--- src/verilog/fetch_pkg.sv ---
package fetch_pkg;

  // ==================================================
  // widths
  // ==================================================

  localparam int VADDR_W     = 39;  // sv39 virtual address
  localparam int INT_CAUSE_W = 4;

  typedef logic [VADDR_W-1:0]     vaddr_t;
  typedef logic [INT_CAUSE_W-1:0] int_cause_t;

  // ==================================================
  // enums
  // ==================================================

  typedef enum logic [2:0] {
    INIT            = 3'd0,
    FETCH_REQ       = 3'd1,
    WAIT_IC_FILL    = 3'd2,  // s2 miss, refill in progress
    WAIT_IBUF_FREE  = 3'd3,  // buffer full, replay from s2
    WAIT_FLUSH_FREE = 3'd4   // redirect stored, cache busy
  } fetch_state_t;

  // commit flush kinds
  typedef enum logic [2:0] {
    SILENT_FLUSH = 3'd0,  // resume after epc
    REPLAY_FLUSH = 3'd1,  // re-execute epc
    MRET_FLUSH   = 3'd2,
    TRAP_FLUSH   = 3'd3,
    INT_FLUSH    = 3'd4
  } flush_kind_t;

  // ==================================================
  // structs
  // ==================================================

  typedef struct packed {
    logic        valid;
    flush_kind_t kind;
    vaddr_t      epc;
    int_cause_t  int_cause;  // only for INT_FLUSH
  } commit_flush_t;

  // live mispredict from the branch unit
  typedef struct packed {
    logic   valid;
    vaddr_t target;
  } br_redirect_t;

  typedef struct packed {
    vaddr_t mtvec;
    vaddr_t mepc;
  } csr_vec_t;

  typedef struct packed {
    logic   valid;
    vaddr_t vaddr;
  } fetch_req_t;

  // cache answer at s2
  typedef struct packed {
    logic valid;
    logic miss;
  } ic_resp_t;

  typedef struct packed {
    logic   valid;
    vaddr_t vaddr;
  } ibuf_load_t;

endpackage

--- src/verilog/fetch_ctrl_fsm.sv ---
`timescale 1ns/1ns

module fetch_ctrl_fsm (
  input  logic                    i_clk,
  input  logic                    i_reset_n,
  input  logic                    i_flush,
  input  logic                    i_ic_ready,
  input  logic                    i_ibuf_ready,
  input  logic                    i_s2_miss,
  input  logic                    i_s2_stall,
  output fetch_pkg::fetch_state_t o_state,
  output logic                    o_req_valid,
  output logic                    o_load,
  output logic                    o_advance,
  output logic                    o_use_flush,
  output logic                    o_use_s2
);

  fetch_pkg::fetch_state_t r_state;
  fetch_pkg::fetch_state_t w_state_next;
  logic                    w_wake;
  logic                    w_load;
  logic                    w_use_s2;

  // ==================================================
  // wake-up per state
  // ==================================================

  always_comb begin
    case (r_state)
      fetch_pkg::WAIT_IBUF_FREE: w_wake = i_ic_ready & i_ibuf_ready;
      default:                   w_wake = i_ic_ready;
    endcase
  end

  // ==================================================
  // next state and pc control
  // ==================================================

  always_comb begin
    w_state_next = r_state;
    w_load       = 1'b0;
    w_use_s2     = 1'b0;

    case (r_state)
      fetch_pkg::INIT: begin
        w_state_next = fetch_pkg::FETCH_REQ;
      end
      fetch_pkg::FETCH_REQ: begin
        if (i_flush) begin
          // redirect goes out now if the cache takes it
          if (!w_wake) begin
            w_load       = 1'b1;
            w_state_next = fetch_pkg::WAIT_FLUSH_FREE;
          end
        end else if (i_s2_miss) begin
          w_load       = 1'b1;
          w_use_s2     = 1'b1;  // refetch the missed line
          w_state_next = fetch_pkg::WAIT_IC_FILL;
        end else if (i_s2_stall) begin
          w_load       = 1'b1;
          w_use_s2     = 1'b1;
          w_state_next = fetch_pkg::WAIT_IBUF_FREE;
        end
      end
      fetch_pkg::WAIT_IC_FILL,
      fetch_pkg::WAIT_IBUF_FREE,
      fetch_pkg::WAIT_FLUSH_FREE: begin
        if (i_flush) begin
          w_load       = !w_wake;  // hold target until wake-up
          w_state_next = w_wake ? fetch_pkg::FETCH_REQ : fetch_pkg::WAIT_FLUSH_FREE;
        end else if (w_wake) begin
          w_state_next = fetch_pkg::FETCH_REQ;
        end
      end
      default: begin
        w_state_next = fetch_pkg::INIT;
      end
    endcase
  end

  always_ff @(posedge i_clk or negedge i_reset_n) begin
    if (!i_reset_n) begin
      r_state <= fetch_pkg::INIT;
    end else begin
      r_state <= w_state_next;
    end
  end

  // request only when fetch continues next cycle
  assign o_req_valid = (r_state != fetch_pkg::INIT) & (w_state_next == fetch_pkg::FETCH_REQ);
  assign o_advance   = o_req_valid & i_ic_ready;  // accepted request
  assign o_load      = w_load;
  assign o_use_flush = i_flush & (r_state != fetch_pkg::INIT);
  assign o_use_s2    = w_use_s2;
  assign o_state     = r_state;

endmodule

--- src/verilog/fetch_frontend.sv ---
`timescale 1ns/1ns

module fetch_frontend #(
  parameter fetch_pkg::vaddr_t P_PC_INIT     = 39'h00_8000_0000,
  parameter int                P_FETCH_BYTES = 16
) (
  input  logic                    i_clk,
  input  logic                    i_reset_n,
  input  fetch_pkg::commit_flush_t i_commit,
  input  fetch_pkg::br_redirect_t  i_br,
  input  fetch_pkg::csr_vec_t      i_csr,
  input  logic                    i_ic_ready,
  input  fetch_pkg::ic_resp_t     i_ic_resp,
  input  logic                    i_ibuf_ready,
  output fetch_pkg::fetch_req_t   o_fetch_req,
  output fetch_pkg::ibuf_load_t   o_ibuf_load
);

  localparam fetch_pkg::vaddr_t LP_LINE_MASK =
    ~(fetch_pkg::vaddr_t'(P_FETCH_BYTES) - fetch_pkg::vaddr_t'(1));

  logic                    w_flush;
  fetch_pkg::vaddr_t       w_target;
  fetch_pkg::vaddr_t       w_pc;
  fetch_pkg::vaddr_t       w_s0_vaddr;
  fetch_pkg::vaddr_t       w_load_vaddr;
  fetch_pkg::vaddr_t       w_s2_vaddr;
  fetch_pkg::fetch_state_t w_state;
  fetch_pkg::fetch_req_t   w_req;
  fetch_pkg::ibuf_load_t   w_ibuf_load;
  logic                    w_req_valid;
  logic                    w_load;
  logic                    w_advance;
  logic                    w_use_flush;
  logic                    w_use_s2;
  logic                    w_s2_miss;
  logic                    w_s2_stall;

  // ==================================================
  // redirect and s0 address
  // ==================================================

  redirect_target u_redirect_target (
    .i_commit (i_commit),
    .i_br     (i_br),
    .i_csr    (i_csr),
    .o_flush  (w_flush),
    .o_target (w_target)
  );

  assign w_s0_vaddr   = w_use_flush ? w_target : w_pc;  // redirect bypasses the pc
  assign w_load_vaddr = w_use_s2 ? w_s2_vaddr : w_target;

  fetch_pc_counter #(
    .P_PC_INIT     (P_PC_INIT),
    .P_FETCH_BYTES (P_FETCH_BYTES)
  ) u_fetch_pc_counter (
    .i_clk          (i_clk),
    .i_reset_n      (i_reset_n),
    .i_load         (w_load),
    .i_load_vaddr   (w_load_vaddr),
    .i_advance      (w_advance),
    .i_advance_base (w_s0_vaddr),
    .o_pc           (w_pc)
  );

  // ==================================================
  // control and pipe
  // ==================================================

  fetch_ctrl_fsm u_fetch_ctrl_fsm (
    .i_clk        (i_clk),
    .i_reset_n    (i_reset_n),
    .i_flush      (w_flush),
    .i_ic_ready   (i_ic_ready),
    .i_ibuf_ready (i_ibuf_ready),
    .i_s2_miss    (w_s2_miss),
    .i_s2_stall   (w_s2_stall),
    .o_state      (w_state),
    .o_req_valid  (w_req_valid),
    .o_load       (w_load),
    .o_advance    (w_advance),
    .o_use_flush  (w_use_flush),
    .o_use_s2     (w_use_s2)
  );

  assign w_req.valid = w_req_valid;
  assign w_req.vaddr = w_s0_vaddr;

  fetch_stage_pipe u_fetch_stage_pipe (
    .i_clk        (i_clk),
    .i_reset_n    (i_reset_n),
    .i_req        (w_req),
    .i_ic_ready   (i_ic_ready),
    .i_flush      (w_flush),
    .i_state      (w_state),
    .i_ic_resp    (i_ic_resp),
    .i_ibuf_ready (i_ibuf_ready),
    .o_s2_vaddr   (w_s2_vaddr),
    .o_s2_miss    (w_s2_miss),
    .o_s2_stall   (w_s2_stall),
    .o_ibuf_load  (w_ibuf_load)
  );

  assign o_fetch_req = w_req;

  // buffer gets whole line addresses
  assign o_ibuf_load.valid = w_ibuf_load.valid;
  assign o_ibuf_load.vaddr = w_ibuf_load.vaddr & LP_LINE_MASK;

endmodule

--- src/verilog/fetch_pc_counter.sv ---
`timescale 1ns/1ns

module fetch_pc_counter #(
  parameter fetch_pkg::vaddr_t P_PC_INIT     = 39'h00_8000_0000,
  parameter int                P_FETCH_BYTES = 16
) (
  input  logic              i_clk,
  input  logic              i_reset_n,
  input  logic              i_load,
  input  fetch_pkg::vaddr_t i_load_vaddr,
  input  logic              i_advance,
  input  fetch_pkg::vaddr_t i_advance_base,
  output fetch_pkg::vaddr_t o_pc
);

  localparam fetch_pkg::vaddr_t LP_LINE_BYTES = fetch_pkg::vaddr_t'(P_FETCH_BYTES);
  localparam fetch_pkg::vaddr_t LP_ONE        = fetch_pkg::vaddr_t'(1);
  localparam fetch_pkg::vaddr_t LP_LINE_MASK  = ~(LP_LINE_BYTES - LP_ONE);

  fetch_pkg::vaddr_t r_pc;
  fetch_pkg::vaddr_t w_next_line;

  // start of the following fetch line
  assign w_next_line = (i_advance_base & LP_LINE_MASK) + LP_LINE_BYTES;

  // ==================================================
  // s0 fetch address
  // ==================================================

  always_ff @(posedge i_clk or negedge i_reset_n) begin
    if (!i_reset_n) begin
      r_pc <= P_PC_INIT;
    end else if (i_load) begin
      r_pc <= i_load_vaddr;  // redirect or replay, kept unaligned
    end else if (i_advance) begin
      r_pc <= w_next_line;
    end
  end

  assign o_pc = r_pc;

endmodule

--- src/verilog/fetch_stage_pipe.sv ---
`timescale 1ns/1ns

module fetch_stage_pipe (
  input  logic                    i_clk,
  input  logic                    i_reset_n,
  input  fetch_pkg::fetch_req_t   i_req,
  input  logic                    i_ic_ready,
  input  logic                    i_flush,
  input  fetch_pkg::fetch_state_t i_state,
  input  fetch_pkg::ic_resp_t     i_ic_resp,
  input  logic                    i_ibuf_ready,
  output fetch_pkg::vaddr_t       o_s2_vaddr,
  output logic                    o_s2_miss,
  output logic                    o_s2_stall,
  output fetch_pkg::ibuf_load_t   o_ibuf_load
);

  logic              r_s1_valid;
  logic              r_s1_clear;
  fetch_pkg::vaddr_t r_s1_vaddr;
  logic              r_s2_valid;
  logic              r_s2_clear;
  fetch_pkg::vaddr_t r_s2_vaddr;

  logic w_accept;
  logic w_kill;
  logic w_s2_live;
  logic w_in_fetch;

  assign w_accept   = i_req.valid & i_ic_ready;
  assign w_in_fetch = (i_state == fetch_pkg::FETCH_REQ);

  // anything already in flight is dead after these
  assign w_kill = i_flush | o_s2_miss | o_s2_stall;

  // ==================================================
  // s1 / s2 registers
  // ==================================================

  always_ff @(posedge i_clk or negedge i_reset_n) begin
    if (!i_reset_n) begin
      r_s1_valid <= 1'b0;
      r_s1_clear <= 1'b0;
      r_s2_valid <= 1'b0;
      r_s2_clear <= 1'b0;
    end else begin
      r_s1_valid <= w_accept;
      r_s1_clear <= w_kill & ~w_accept;  // a request beside a flush is the new path
      r_s2_valid <= r_s1_valid;
      r_s2_clear <= r_s1_clear | w_kill;
    end
  end

  always_ff @(posedge i_clk) begin
    if (w_accept) begin
      r_s1_vaddr <= i_req.vaddr;
    end
    r_s2_vaddr <= r_s1_vaddr;
  end

  // cache still answers cleared lines, mask them here
  assign w_s2_live = r_s2_valid & ~r_s2_clear & i_ic_resp.valid & w_in_fetch;

  assign o_s2_miss  = w_s2_live & i_ic_resp.miss;
  assign o_s2_vaddr = r_s2_vaddr;

  assign o_ibuf_load.valid = w_s2_live & ~i_ic_resp.miss & ~i_flush;
  assign o_ibuf_load.vaddr = r_s2_vaddr;

  assign o_s2_stall = o_ibuf_load.valid & ~i_ibuf_ready;  // replay this line later

endmodule

--- src/verilog/redirect_target.sv ---
`timescale 1ns/1ns

module redirect_target (
  input  fetch_pkg::commit_flush_t i_commit,
  input  fetch_pkg::br_redirect_t  i_br,
  input  fetch_pkg::csr_vec_t      i_csr,
  output logic                     o_flush,
  output fetch_pkg::vaddr_t        o_target
);

  localparam fetch_pkg::vaddr_t LP_INSN_BYTES = 4;

  fetch_pkg::vaddr_t w_trap_base;
  fetch_pkg::vaddr_t w_int_offset;
  fetch_pkg::vaddr_t w_commit_target;

  // ==================================================
  // trap vector
  // ==================================================

  // mtvec low bit is the mode field, not part of the base
  assign w_trap_base = {i_csr.mtvec[fetch_pkg::VADDR_W-1:1], 1'b0};

  // vectored entry, one word per cause
  assign w_int_offset = {{(fetch_pkg::VADDR_W - fetch_pkg::INT_CAUSE_W - 2){1'b0}},
                         i_commit.int_cause, 2'b00};

  // ==================================================
  // commit target by flush kind
  // ==================================================

  always_comb begin
    case (i_commit.kind)
      fetch_pkg::SILENT_FLUSH: begin
        w_commit_target = i_commit.epc + LP_INSN_BYTES;  // skip the flushing insn
      end
      fetch_pkg::REPLAY_FLUSH: begin
        w_commit_target = i_commit.epc;
      end
      fetch_pkg::MRET_FLUSH: begin
        w_commit_target = i_csr.mepc;
      end
      fetch_pkg::TRAP_FLUSH: begin
        w_commit_target = w_trap_base;
      end
      fetch_pkg::INT_FLUSH: begin
        w_commit_target = w_trap_base + w_int_offset;
      end
      default: begin
        w_commit_target = i_commit.epc;  // unknown kind, replay
      end
    endcase
  end

  // one flush decision for the whole frontend
  assign o_flush = i_commit.valid | i_br.valid;

  // commit is always older than a mispredict still in flight
  assign o_target = i_commit.valid ? w_commit_target :
                    i_br.valid     ? i_br.target     :
                    '0;

endmodule
--- config.mk ---
export PLATFORM = sky130hd
export DESIGN_NAME = fetch_frontend
export DESIGN_NICKNAME = d
export VERILOG_FILES = /design/src/verilog/fetch_pkg.sv /design/src/verilog/fetch_ctrl_fsm.sv /design/src/verilog/fetch_frontend.sv /design/src/verilog/fetch_pc_counter.sv /design/src/verilog/fetch_stage_pipe.sv /design/src/verilog/redirect_target.sv
export SDC_FILE = /design/constraint.sdc
export NUM_CORES = 1
export LEC_CHECK = 0
export BUFFER_PORTS_ARGS = -buffer_cell sky130_fd_sc_hd__buf_4
export CAP_MARGIN = 0
export CORE_MARGIN = 5
export CORE_UTILIZATION = 40
export CTS_CLUSTER_SIZE = 30
export DETAILED_ROUTE_END_ITERATION = 7
export PLACE_DENSITY = 0.73
export SYNTH_ARGS = -nofsm -noshare
export SYNTH_HDL_FRONTEND = slang
export SYNTH_HIERARCHICAL = 1
export SYNTH_SLANG_ARGS = --single-unit
--- constraint.sdc ---
create_clock -name i_clk -period 4.7 [get_ports i_clk]
set_input_delay 0 -clock i_clk [delete_from_list [all_inputs] [get_ports i_clk]]
set_output_delay 0 -clock i_clk [all_outputs]
set_load 0.02 [all_outputs]
---- Yosys cells after proc, flatten, opt, wreduce, memory -nomap -nowiden ----
Index checks and enable logic that the tools add are counted.
storage, ports and cells
  register bits ........................... 124
  bits of input ports ..................... 171
  word-level logic and storage cells ...... 70
cells by class
  add/sub/neg operators ................... 3
  equal/unequal tests ..................... 8
  multiplexer cells ....................... 24
  bitwise logic cells ..................... 21
  reduce and logical (&&, ||, !) cells .... 6
operator list
  cell                     number
  $mux W39                 6
  $pmux W39 S4             1
  $add A39 B3 Y39 const B  1
  $add A39 B5 Y39 const B  1
  $add A39 B6 Y39          1
  $mux W3                  7
  $and A1 B1 Y1            12
  $eq A3 B2 Y1 const B     4
  $pmux W3 S3              1
  $mux W1                  8
  $eq A3 B1 Y1 const B     2
  $eq A3 B3 Y1 const B     2
  $logic_not A3 Y1         2
  $not A1 Y1               5
  $or A1 B1 Y1             4
  $reduce_bool A3 Y1       1
  $reduce_or A3 Y1         1
  $pmux W1 S2              1
  $reduce_bool A2 Y1       1
  $logic_not A1 Y1         1

---- Longest topological paths before layout ----
Gate-level depths: netlist of the first run.
  word-level depth ........................ 16
  gate-level depth with buffers ........... 16
  mapped depth without buffers ............ 14

---- By module ----
Netlist of the first run, hierarchy kept.
modules (own cells, without submodules)
  module            instances  cells an instance  area an instance (um2)  seq. area each (um2)
  redirect_target   1          572                3499.6                  0.0
  fetch_stage_pipe  1          132                2429.8                  2052.0
  fetch_pc_counter  1          261                2409.8                  977.2
  fetch_frontend    1          92                 1077.3                  0.0
  fetch_ctrl_fsm    1          38                 302.8                   75.1

---- Least setup slack after synthesis of the first run ----
No wires, ideal clock.
  kind .................................... input to register
  start point ............................. in i_commit[0] (netlist bit)
  end point ............................... reg u_fetch_pc_counter.r_pc[18], in the netlist u_fetch_pc_counter/o_pc[18]
  library setup time ...................... 0.095 ns
  arrival ................................. 2.970 ns
  required time ........................... 4.605 ns
  path slack .............................. 1.635 ns
  cell stages on the path ................. 14
  path buffers ............................ 0
  cells stage by stage .................... ha_1 -> fa_1 -> a211oi_1 -> nor3_1 -> and3_2 -> xor2_1 -> a22oi_1 -> nand2_1 -> mux2_2 -> and4_1 -> and3_1 -> and3_1 -> o21a_1 -> o31ai_1
RTL lines
  item                  RTL line                source
  start, declared       fetch_frontend.sv:9     input fetch_pkg::commit_flush_t i_commit,
  end signal, assigned  fetch_pc_counter.sv:34  r_pc <= i_load_vaddr;
  end signal, assigned  fetch_pc_counter.sv:36  r_pc <= w_next_line;
  end, declared         fetch_pc_counter.sv:20  fetch_pkg::vaddr_t r_pc;

---- Worst setup path after layout of the first run ----
  start point ............................. in i_commit[0] (netlist bit)
  end point ............................... reg u_fetch_pc_counter.r_pc[34], in the netlist u_fetch_pc_counter/o_pc[34]
between the ends
  cells in the longest elaborated chain, start to end .. 7
ends and longest elaborated chain
  item                    RTL line                source
  $add A39 B6 Y39         redirect_target.sv:47   w_commit_target = w_trap_base + w_int_offset;
  $pmux W39 S4            redirect_target.sv:33   case (i_commit.kind)
  $mux W39                redirect_target.sv:59   assign o_target = i_commit.valid ? w_commit_target :
  named net w_target[20]  fetch_frontend.sv:23    fetch_pkg::vaddr_t w_target;
  $mux W39                fetch_frontend.sv:51    assign w_s0_vaddr = w_use_flush ? w_target : w_pc;
  $add A39 B5 Y39         fetch_pc_counter.sv:24  assign w_next_line = (i_advance_base & LP_LINE_MASK) + LP_LINE_BYTES;
  $mux W39                fetch_pc_counter.sv:35  end else if (i_advance) begin
  $mux W39                fetch_pc_counter.sv:33  end else if (i_load) begin
The timed path passes the listed nets, and every way through them passes these cells. The select of a mux whose other input is x is not followed.
A chain may end at the register's enable or synchronous reset.

==> results of run 1 <==
[routing by layer]
layer,vias to the layer above,GRT usage [%]
met5,-,0
met4,0,5.057
met3,41,6.665
met2,553,41.92
met1,4612,35.31
li1,4427,-
[logic make-up (layout without fill, tap and decap cells)]
family | after synthesis | in the layout
flops | 124 | 124
buf+inv | 127 | 319
xor+xnor | 75 | 75
fa+ha+maj | 7 | 7
other cells | 1 | 4
compound gates | 294 | 294
mux | 100 | 100
simple gates | 367 | 367
[registers in the layout, summed over array words and instances, names as in the netlist]
| name | count |
|---|---|
| u_fetch_ctrl_fsm/o_state | 3 |
| u_fetch_pc_counter/o_pc | 39 |
| u_fetch_stage_pipe/o_s2_vaddr | 39 |
| u_fetch_stage_pipe/r_s1_clear | 1 |
| u_fetch_stage_pipe/r_s1_vaddr | 39 |
| u_fetch_stage_pipe/r_s1_valid | 1 |
| u_fetch_stage_pipe/r_s2_clear | 1 |
| u_fetch_stage_pipe/r_s2_valid | 1 |
[power by group through the flow]
stage	logic, W	registers, W	clock network (W)
finish	0.00209	0.00158	0.00130
CTS	0.00209	0.00157	0.00132
global placement	0.00204	0.00157	0
detailed placement	0.00207	0.00159	0
global route	0.00226	0.00160	0.00137
floorplan	0.00134	0.00160	0
[synthesized netlist by cell type (6+ instances only)]
library cell,count
dfrtp_1,45
xor2_1,36
a22o_1,15
buf_4,48
dfxtp_1,39
o221ai_1,6
mux2_2,61
and2_1,9
a221o_1,7
mux2i_1,19
o22ai_1,18
o21ai_1,15
nand2_1,102
and3_1,24
nor4_1,11
a221oi_1,6
mux2_4,20
inv_1,13
nand3_1,50
a22oi_1,50
clkbuf_1,44
a21oi_1,37
nand4_1,31
ha_1,6
xnor2_1,39
buf_2,8
nand2b_1,7
o211ai_1,20
o21ai_0,72
edfxtp_1,39
nor2_1,62
nor3_1,17
a31oi_1,8
[worst min-delay path, delay by kind of cell]
kind | cells | cell delay [ps]
AO/OA/AOI/OAI | 1 | 140
buffers and inverters | 1 | 80
multiplexers | 1 | 170
[metrics by stage]
stage          power [W]  instances  setup WS (ps)
2_1_floorplan   0.002934       1098           1635
6_report        0.004968       1614           1196
3_3_place_gp    0.003618       1578          929.2
5_1_grt         0.005232       1614          924.9
4_1_cts         0.004988       1614           1278
3_5_place_dp    0.003665       1578          880.5
[worst min-delay path by stage]
stage / startpoint / end / cells after the start
2_1_floorplan: i_reset_n / u_fetch_ctrl_fsm/o_state[0]$_DFF_PN0_ / 0
3_3_place_gp: i_reset_n / u_fetch_pc_counter/o_pc[34]$_DFFE_PN0P_ / 1
3_5_place_dp: i_reset_n / u_fetch_ctrl_fsm/o_state[0]$_DFF_PN0_ / 1
4_1_cts: i_br[7] / u_fetch_pc_counter/o_pc[7]$_DFFE_PN0P_ / 6
5_1_grt: i_br[0] / u_fetch_stage_pipe/r_s1_vaddr[0]$_DFFE_PP_ / 3
6_report: i_br[0] / u_fetch_stage_pipe/r_s1_vaddr[0]$_DFFE_PP_ / 3
[repair_timing]
action,in CTS,in global routing
resized for setup,0,0
hold buffers,4,0
hold endpoints to repair,49,0
[cell type report]
cell class                      count  area [sq um]
Fill cell                        2316         11990
Inverter                           15         56.30
Multi-Input combinational cell    847          5912
Tap cell                          324         405.4
Clock inverter                     15         161.4
Timing Repair Buffer              272          2052
Sequential cell                   124          3104
Clock buffer                       17         425.4
==> results.json, run 1 <==
{
  "avgSynthCellArea_sq_um": 8.876,
  "synth.top_cell.area_share_pct": 12.05,
  "max_slew_margin_pct": 25.05,
  "crit_slowest_cell": "nor4_4",
  "worstSkewPairLatency_ps": 410,
  "drt_first_iter_violations": 985,
  "final_nets": 1455,
  "switching_share_pct": 38.19,
  "boundaryPins": 251,
  "grt_max_degree": 62,
  "synth_top_family_by_area": "simple AND/OR/NAND/NOR gates",
  "arrival_ps": 3830,
  "clk_pin_slew_worst_paths_ps": 60,
  "crit_type": "in2reg",
  "report.final.slew_viol_count": 0,
  "synth.area.mux_share_pct": 12.11,
  "postCtsSetupBuffers": 0,
  "rsz0062_at_grt": "false",
  "vdd_drop_max_mv": 0.2409,
  "ys.flop_type": "dfrtp_1",
  "p_sw_w": 0.001897,
  "final.setup.tns_ps": 0,
  "end_kind": "flip-flop",
  "syn_to_final_growth_pct": 24.67,
  "grt_pass1_vias": 9425,
  "power.density_mw_per_mm2": 410.0,
  "critPathMaxStageDelay_ps": 520,
  "top_layer": "met4",
  "critical_path.top_delay_family": "simple AND/OR/NAND/NOR gates",
  "p_leak_nw": 4.950,
  "antennaDiodeCount": 0,
  "yosysWarnings": 6,
  "final_common_cell": "buf_4",
  "ys_seq_area_share_pct": 31.94,
  "cp-start-kind": "input port",
  "syn-instance-count": 1095,
  "h-tree-depth": 4,
  "yosysTopAreaCell": "edfxtp_1",
  "die_x_microns": 165.9,
  "outcome": "finished clean",
  "drtPass1Iterations": 8,
  "ys_ff_latch": 124,
  "path_depth": 15,
  "cts_made_buffers": 17,
  "p_int_w": 0.003071,
  "wl_per_cell_microns": 23.04,
  "synth_area_sq_mm": 0.009719,
  "synth_fa_ha_area_share_pct": 0.9784,
  "fp.dieH_microns": 165.9,
  "vias": 9633,
  "wl_microns": 37190,
  "coreArea_sq_mm": 0.02411,
  "setup_viol": 0,
  "crit_required_ps": 5030,
  "clockBufferDepth": 2,
  "synth-edff-count": 39,
  "crit_start": "i_commit[0]",
  "numClockSinks": 124,
  "crit_path_max_fanout": 7,
  "root_buffer": "clkbuf_16",
  "finalClockSkew_ps": 9.745,
  "r2r-end": "u_fetch_pc_counter/o_pc[36]$_DFFE_PN0P_",
  "r2r_start": "u_fetch_ctrl_fsm/o_state[0]$_DFF_PN0_",
  "final_util_pct": 50.26,
  "crit_chain": "buf_4, ha_1, fa_1, a211oi_1, nor2_1, nand2_1, xor2_1, o221a_2, o21ai_0, mux2_2, nand3_1, nor4_4, nand4_1, xor2_1, a31oi_1",
  "pwr-share-comb_pct": 42.1,
  "dieArea_sq_mm": 0.02752,
  "worst-path-buf-inv": 1,
  "grt_pass1_wl_microns": 56980,
  "dpl_cell_area_sq_mm": 0.01149,
  "place_congestion": 0.9764,
  "start_util_pct": 40.32,
  "synth_cell_type_count": 84,
  "drv_cap": 0,
  "drc": 0,
  "antenna_found_initial": 0,
  "period_minus_slack_ps": 3504,
  "grt_overflow": 0,
  "synth_compound_area_share_pct": 20.15,
  "grt_use_total_pct": 25.89,
  "worstMarginPinSlew_ps": 1124,
  "regToRegSetupSlack_ps": 1410,
  "cpMostUsedCell": "xor2_1",
  "ant_nets": 0,
  "cts_tree": "done",
  "min_path_type": "in2reg",
  "viasPerCell": 5.968,
  "synth_xor_area_share_pct": 6.758,
  "hold_viol_final": 0,
  "clock_power_share_pct": 26.2,
  "ys_async_sr_fraction_pct": 37.10,
  "r2r_cells": 10,
  "io_buffers": 245,
  "netlist_top_cells_area": "edfxtp_1 12%, dfrtp_1 12%, dfxtp_1 8.0%",
  "post-route-period-util_pct": 74.56,
  "drt-met1-wl_microns": 15720,
  "drive_gt1_share_pct": 32.71,
  "dpl.hpwl_microns": 27990,
  "max_freq_mhz": 285.4,
  "crit_path_end": "u_fetch_pc_counter/o_pc[34]$_DFFE_PN0P_",
  "wl_met2_microns": 16980,
  "seq_power_share_pct": 31.7,
  "holdWs_ps": 87.23,
  "synth-simple-area-share_pct": 20.53,
  "rows": 57,
  "dr_wl_met3_microns": 3944,
  "mostFrequentLayoutCells": "268 x buf_4, 102 x nand2_1, 72 x o21ai_0, 61 x mux2_2, 60 x nor2_1",
  "final_cell_area_sq_mm": 0.01212
}
(Power assumes the default switching activity.)
==> run 2, diff against run 1 <==
==> constraint.sdc (replaced) <==
create_clock -name i_clk -period 3.6 [get_ports i_clk]
set_input_delay 0 -clock i_clk [delete_from_list [all_inputs] [get_ports i_clk]]
set_output_delay 0 -clock i_clk [all_outputs]
set_load 0.02 [all_outputs]
==> results.json, run 2 (same netlist as run 1, synthesis figures left out) <==
{
  "final_util_pct": 51.72,
  "coreArea_sq_mm": 0.02411,
  "viasPerCell": 5.984,
  "wl_microns": 38170,
  "grt_overflow": 0,
  "clockBufferDepth": 2,
  "numClockSinks": 124,
  "antenna_found_initial": 1,
  "hold_viol_final": 0,
  "final.setup.tns_ps": 0,
  "rows": 57,
  "hold_buffers": 4,
  "crit_slowest_cell": "fa_1",
  "worstSkewPairLatency_ps": 410,
  "final_nets": 1496,
  "clk_pin_slew_worst_paths_ps": 60,
  "wl_per_cell_microns": 23.05,
  "crit_required_ps": 3920,
  "finalClockSkew_ps": 11.83,
  "drc": 0,
  "cp-start-kind": "input port",
  "dieArea_sq_mm": 0.02752,
  "crit_type": "in2reg",
  "min_path_type": "in2reg",
  "root_buffer": "clkbuf_16",
  "grt_max_degree": 47,
  "fin_cells": 1656,
  "grt_use_total_pct": 26.33,
  "outcome": "finished clean",
  "dpl.hpwl_microns": 29560,
  "worstMarginPinSlew_ps": 748.7,
  "max_slew_margin_pct": 50.09,
  "postCtsSetupBuffers": 0,
  "arrival_ps": 3470,
  "h-tree-depth": 4,
  "drt_first_iter_violations": 1229,
  "fill_cells": 2270,
  "final_common_cell": "buf_4",
  "grt_pass1_wl_microns": 57480,
  "critical_path.top_delay_family": "compound AO/OA/AOI/OAI gates",
  "start_util_pct": 40.32,
  "period_minus_slack_ps": 3146,
  "die_x_microns": 165.9,
  "syn_to_final_growth_pct": 28.27,
  "mostFrequentLayoutCells": "307 x buf_4, 102 x nand2_1, 72 x o21ai_0, 61 x mux2_2, 60 x nor2_1",
  "drtPass1Iterations": 6,
  "max_freq_mhz": 317.9,
  "drive_gt1_share_pct": 34.79,
  "ctsResizeCount": 0,
  "post-route-period-util_pct": 87.39,
  "place_congestion": 0.9773,
  "worst-path-buf-inv": 3,
  "vias": 9909,
  "crit_path_max_fanout": 7,
  "end_kind": "flip-flop",
  "grt_pass1_vias": 9525,
  "cpMostUsedCell": "buf_4",
  "vdd_drop_max_mv": 0.3850,
  "boundaryPins": 251,
  "report.final.slew_viol_count": 0,
  "io_buffers": 245,
  "fp.dieH_microns": 165.9,
  "rsz0062_at_grt": "false",
  "drv_cap": 0,
  "p_leak_nw": 5.171,
  "crit_chain": "buf_4, ha_1, fa_1, a211oi_1, buf_4, nor2_1, nand2_1, xor2_1, o221a_2, o21ai_0, mux2_2, nand3_1, nor4_4, buf_4, nand4_1, xor2_1, a31oi_1",
  "dp.cells": 1619,
  "cts_made_buffers": 17,
  "cts_tree": "done",
  "setup_viol": 0,
  "power.density_mw_per_mm2": 530.5,
  "ant_nets": 0,
  "critPathMaxStageDelay_ps": 440
}
-- run 2: cell types whose count changed in the layout (fill, tap and decap cells not counted) --
cell	change
clkinv_4	+1
bufinv_16	-1
clkinvlp_4	-2
buf_12	+2
clkbuf_16	+2
inv_6	+2
clkinv_1	-1
buf_4	+39
inv_8	-1
clkinv_2	-1
diode_2	+1
clkbuf_1	+1
-- run 2: final timing paths --
check	depth (start not counted)	slack [ps]	to	startpoint
hold / removal	3	80	u_fetch_stage_pipe/r_s1_vaddr[3]$_DFFE_PP_	i_br[3]
setup / recovery	17	450	u_fetch_pc_counter/o_pc[34]$_DFFE_PN0P_	i_commit[0]
min in group asynchronous	2	150	u_fetch_stage_pipe/r_s2_valid$_DFF_PN0_	i_reset_n
hold reg to reg	0	340	u_fetch_stage_pipe/o_s2_vaddr[38]$_DFF_P_	u_fetch_stage_pipe/r_s1_vaddr[38]$_DFFE_PP_
max in group asynchronous	2	3000	u_fetch_pc_counter/o_pc[18]$_DFFE_PN0P_	i_reset_n
setup reg to reg	9	680	u_fetch_pc_counter/o_pc[18]$_DFFE_PN0P_	u_fetch_ctrl_fsm/o_state[0]$_DFF_PN0_
-- run 2: tightest hold or removal path, delay by kind of cell --
| kind | cells | cell delay, ps |
|---|---|---|
| compound gates | 1 | 140 |
| buf+inv | 1 | 70 |
| mux | 1 | 160 |
-- run 2: layout make-up --
cell class | instances | area (sq um) | share of cell area (%)
Inverter | 15 | 56.30 | 0.4516
Sequential cell | 124 | 3104 | 24.90
Tap cell | 324 | 405.4 | 3.252
Clock buffer | 20 | 479.2 | 3.844
Timing Repair Buffer | 313 | 2385 | 19.13
Antenna cell | 1 | 2.502 | 0.02007
Clock inverter | 12 | 122.6 | 0.9835
Multi-Input combinational cell | 847 | 5912 | 47.42
-- run 2: through the flow --
| step | power (W) | setup WS [ps] | instance area (sq um) | hold slack, ps |
|---|---|---|---|---|
| 3_5_place_dp | 0.004890 | 163.6 | 11820 | 68.88 |
| 5_1_grt | 0.006960 | 187.0 | 12470 | 95.81 |
| 6_report | 0.006614 | 453.9 | 12470 | 77.34 |
| 2_1_floorplan | 0.003830 | 534.9 | 9731 | -295.6 |
| 4_1_cts | 0.006640 | 550.6 | 12460 | 65.80 |
| 3_3_place_gp | 0.004828 | 190.0 | 11820 | 67.43 |
-- run 2: power breakdown --
part           switching (W)  total [W]  internal, W
Combinational        0.00165    0.00284      0.00118
Clock               0.000669    0.00172      0.00105
Sequential          0.000191    0.00206      0.00187
Total                0.00251    0.00661      0.00410
-- run 2: metal layers --
layer  vias up  GRT usage (%)  part of all wire (%)
li1       4520              -                     -
met1      4767          34.71                    42
met2       563          41.16                    45
met3        59          8.593                    11
met4         0          8.321                   2.7
met5         -              0                     0
==> run 3, diff against run 2 <==
--- a/config.mk
+++ b/config.mk
@@ -7,7 +7,7 @@
 export LEC_CHECK = 0
 export BUFFER_PORTS_ARGS = -buffer_cell sky130_fd_sc_hd__buf_4
 export CAP_MARGIN = 0
-export CORE_MARGIN = 5
+export CORE_MARGIN = 2
 export CORE_UTILIZATION = 40
 export CTS_CLUSTER_SIZE = 30
 export DETAILED_ROUTE_END_ITERATION = 7
==> results.json, run 3 (same netlist as run 1, synthesis figures left out) <==
{
  "hold_buffers": 4,
  "holdWs_ps": 84.60,
  "grt_max_degree": 47,
  "p_total_w": 0.006506,
  "io_buffers": 245,
  "start_util_pct": 40.32,
  "grt_use_met2_pct": 45.18,
  "r2r_start": "u_fetch_ctrl_fsm/o_state[0]$_DFF_PN0_",
  "report.final.slew_viol_count": 0,
  "antenna_found_initial": 0,
  "outcome": "finished clean",
  "vdd_drop_max_mv": 0.3131,
  "h-tree-depth": 4,
  "finalClockSkew_ps": 8.589,
  "final_cell_area_sq_mm": 0.01240,
  "clk_pin_slew_worst_paths_ps": 60,
  "crit_chain": "buf_4, ha_1, fa_1, a211oi_1, nor2_1, nand2_1, xor2_1, o221a_2, o21ai_0, mux2_2, nand3_1, nor4_4, buf_4, nand4_1, xor2_1, a31oi_1",
  "grt_pass1_vias": 9255,
  "grt_use_total_pct": 28.11,
  "drive_gt1_share_pct": 34.49,
  "crit_slowest_cell": "a211oi_1",
  "power.density_mw_per_mm2": 524.5,
  "crit_type": "in2reg",
  "grt_use_met3_pct": 6.571,
  "wl_microns": 36930,
  "grt_use_met1_pct": 38.13,
  "drt_first_iter_violations": 1047,
  "pwr-share-comb_pct": 43.7,
  "grt_pass1_wl_microns": 55920,
  "dpl_cell_area_sq_mm": 0.01180,
  "hold_viol_final": 0,
  "switching_share_pct": 37.89,
  "cts_made_buffers": 17,
  "regToRegSetupSlack_ps": 720,
  "dieArea_sq_mm": 0.02556,
  "p_leak_nw": 5.116,
  "cp-start-kind": "input port",
  "grt.busiest_layer": "met2",
  "cts_tree": "done",
  "grt_overflow": 0,
  "dpl.hpwl_microns": 28610,
  "critPathMaxStageDelay_ps": 530,
  "max_freq_mhz": 302.8,
  "crit_path_max_fanout": 7,
  "r2r_cells": 10,
  "syn_to_final_growth_pct": 27.63,
  "arrival_ps": 3630,
  "postCtsSetupBuffers": 0,
  "antennaDiodeCount": 0,
  "ctsResizeCount": 0,
  "critical_path.top_delay_family": "compound AO/OA/AOI/OAI gates",
  "max_slew_margin_pct": 55.52,
  "crit_start": "i_commit[0]",
  "die_x_microns": 159.9,
  "boundaryPins": 251,
  "clock_power_share_pct": 24.7,
  "crit_path_end": "u_fetch_pc_counter/o_pc[34]$_DFFE_PN0P_",
  "p_sw_w": 0.002465,
  "fill_cells": 2281,
  "drv_cap": 0,
  "r2r-end": "u_fetch_pc_counter/o_pc[27]$_DFFE_PN0P_",
  "numClockSinks": 124,
  "vias": 9729,
  "min_path_type": "in2reg",
  "worstSkewPairLatency_ps": 410,
  "worstMarginPinSlew_ps": 664.2,
  "drc": 0,
  "ant_nets": 0,
  "drtPass1Iterations": 5,
  "root_buffer": "clkbuf_16",
  "place_congestion": 1.011,
  "crit_required_ps": 3930,
  "fp.dieH_microns": 159.9,
  "p_int_w": 0.004041,
  "mostFrequentLayoutCells": "299 x buf_4, 102 x nand2_1, 72 x o21ai_0, 61 x mux2_2, 60 x nor2_1",
  "setup_viol": 0,
  "seq_power_share_pct": 31.6,
  "path_depth": 16,
  "clockBufferDepth": 2,
  "viasPerCell": 5.900,
  "rsz0062_at_grt": "false",
  "rows": 57,
  "end_kind": "flip-flop",
  "final_common_cell": "buf_4",
  "coreArea_sq_mm": 0.02411,
  "wl_per_cell_microns": 22.40,
  "period_minus_slack_ps": 3303,
  "final_nets": 1490,
  "post-route-period-util_pct": 91.74,
  "worst-path-buf-inv": 2
}
run 3: changes by cell type in the layout (fill, tap and decap cells not counted), sizes merged:
| cell | change |
|---|---|
| clkinv | +2 |
| clkinvlp | +4 |
| inv | -5 |
| diode | -1 |
| clkbuf | -1 |
| buf | -6 |
run 3: per-stage QoR:
step	setup slack, ps	setup TNS [ps]	std cells	utilization (%)
after global placement	70.24	0	1613	48.96
final	297.4	0	1649	51.46
after global routing	108.0	0	1649	51.46
after floorplan	534.9	0	1098	-
after detailed placement	-37.35	-54.81	1613	48.96
after CTS	367.9	0	1649	51.46
run 3: routing by layer:
layer | vias up | share of wire (%)
li1 | 4499 | -
met4 | 0 | 2.2
met2 | 493 | 46
met3 | 49 | 9.4
met1 | 4688 | 43
met5 | - | 0
run 3: cell type report:
type	instances	area, sq um	area share, %
Tap cell	324	405.4	3.268
Inverter	15	56.30	0.4539
Sequential cell	124	3104	25.03
Clock inverter	13	118.9	0.9582
Timing Repair Buffer	307	2365	19.06
Clock buffer	19	442.9	3.571
Multi-Input combinational cell	847	5912	47.66
run 3: worst min path at each step:
stage               from                                          to  depth (start not counted)
4_1_cts          i_br[3]  u_fetch_stage_pipe/r_s1_vaddr[3]$_DFFE_PP_                          3
5_1_grt          i_br[3]  u_fetch_stage_pipe/r_s1_vaddr[3]$_DFFE_PP_                          3
3_5_place_dp   i_reset_n     u_fetch_stage_pipe/r_s1_valid$_DFF_PN0_                          1
3_3_place_gp   i_reset_n     u_fetch_pc_counter/o_pc[34]$_DFFE_PN0P_                          1
2_1_floorplan  i_reset_n       u_fetch_ctrl_fsm/o_state[0]$_DFF_PN0_                          0
6_report         i_br[0]  u_fetch_stage_pipe/r_s1_vaddr[0]$_DFFE_PP_                          3
run 3: power groups by stage:
stage	sequential, W	combinational, W	clock (W)
floorplan	0.00209	0.00175	0
global placement	0.00206	0.00278	0
detailed placement	0.00208	0.00281	0
CTS	0.00206	0.00284	0.00164
global route	0.00209	0.00304	0.00170
finish	0.00206	0.00284	0.00160
run 3: worst min-delay path, delay by kind of cell:
kind / cells / cell delay [ps]
multiplexers: 1 / 170
buffers and inverters: 1 / 80
AO/OA/AOI/OAI: 1 / 130
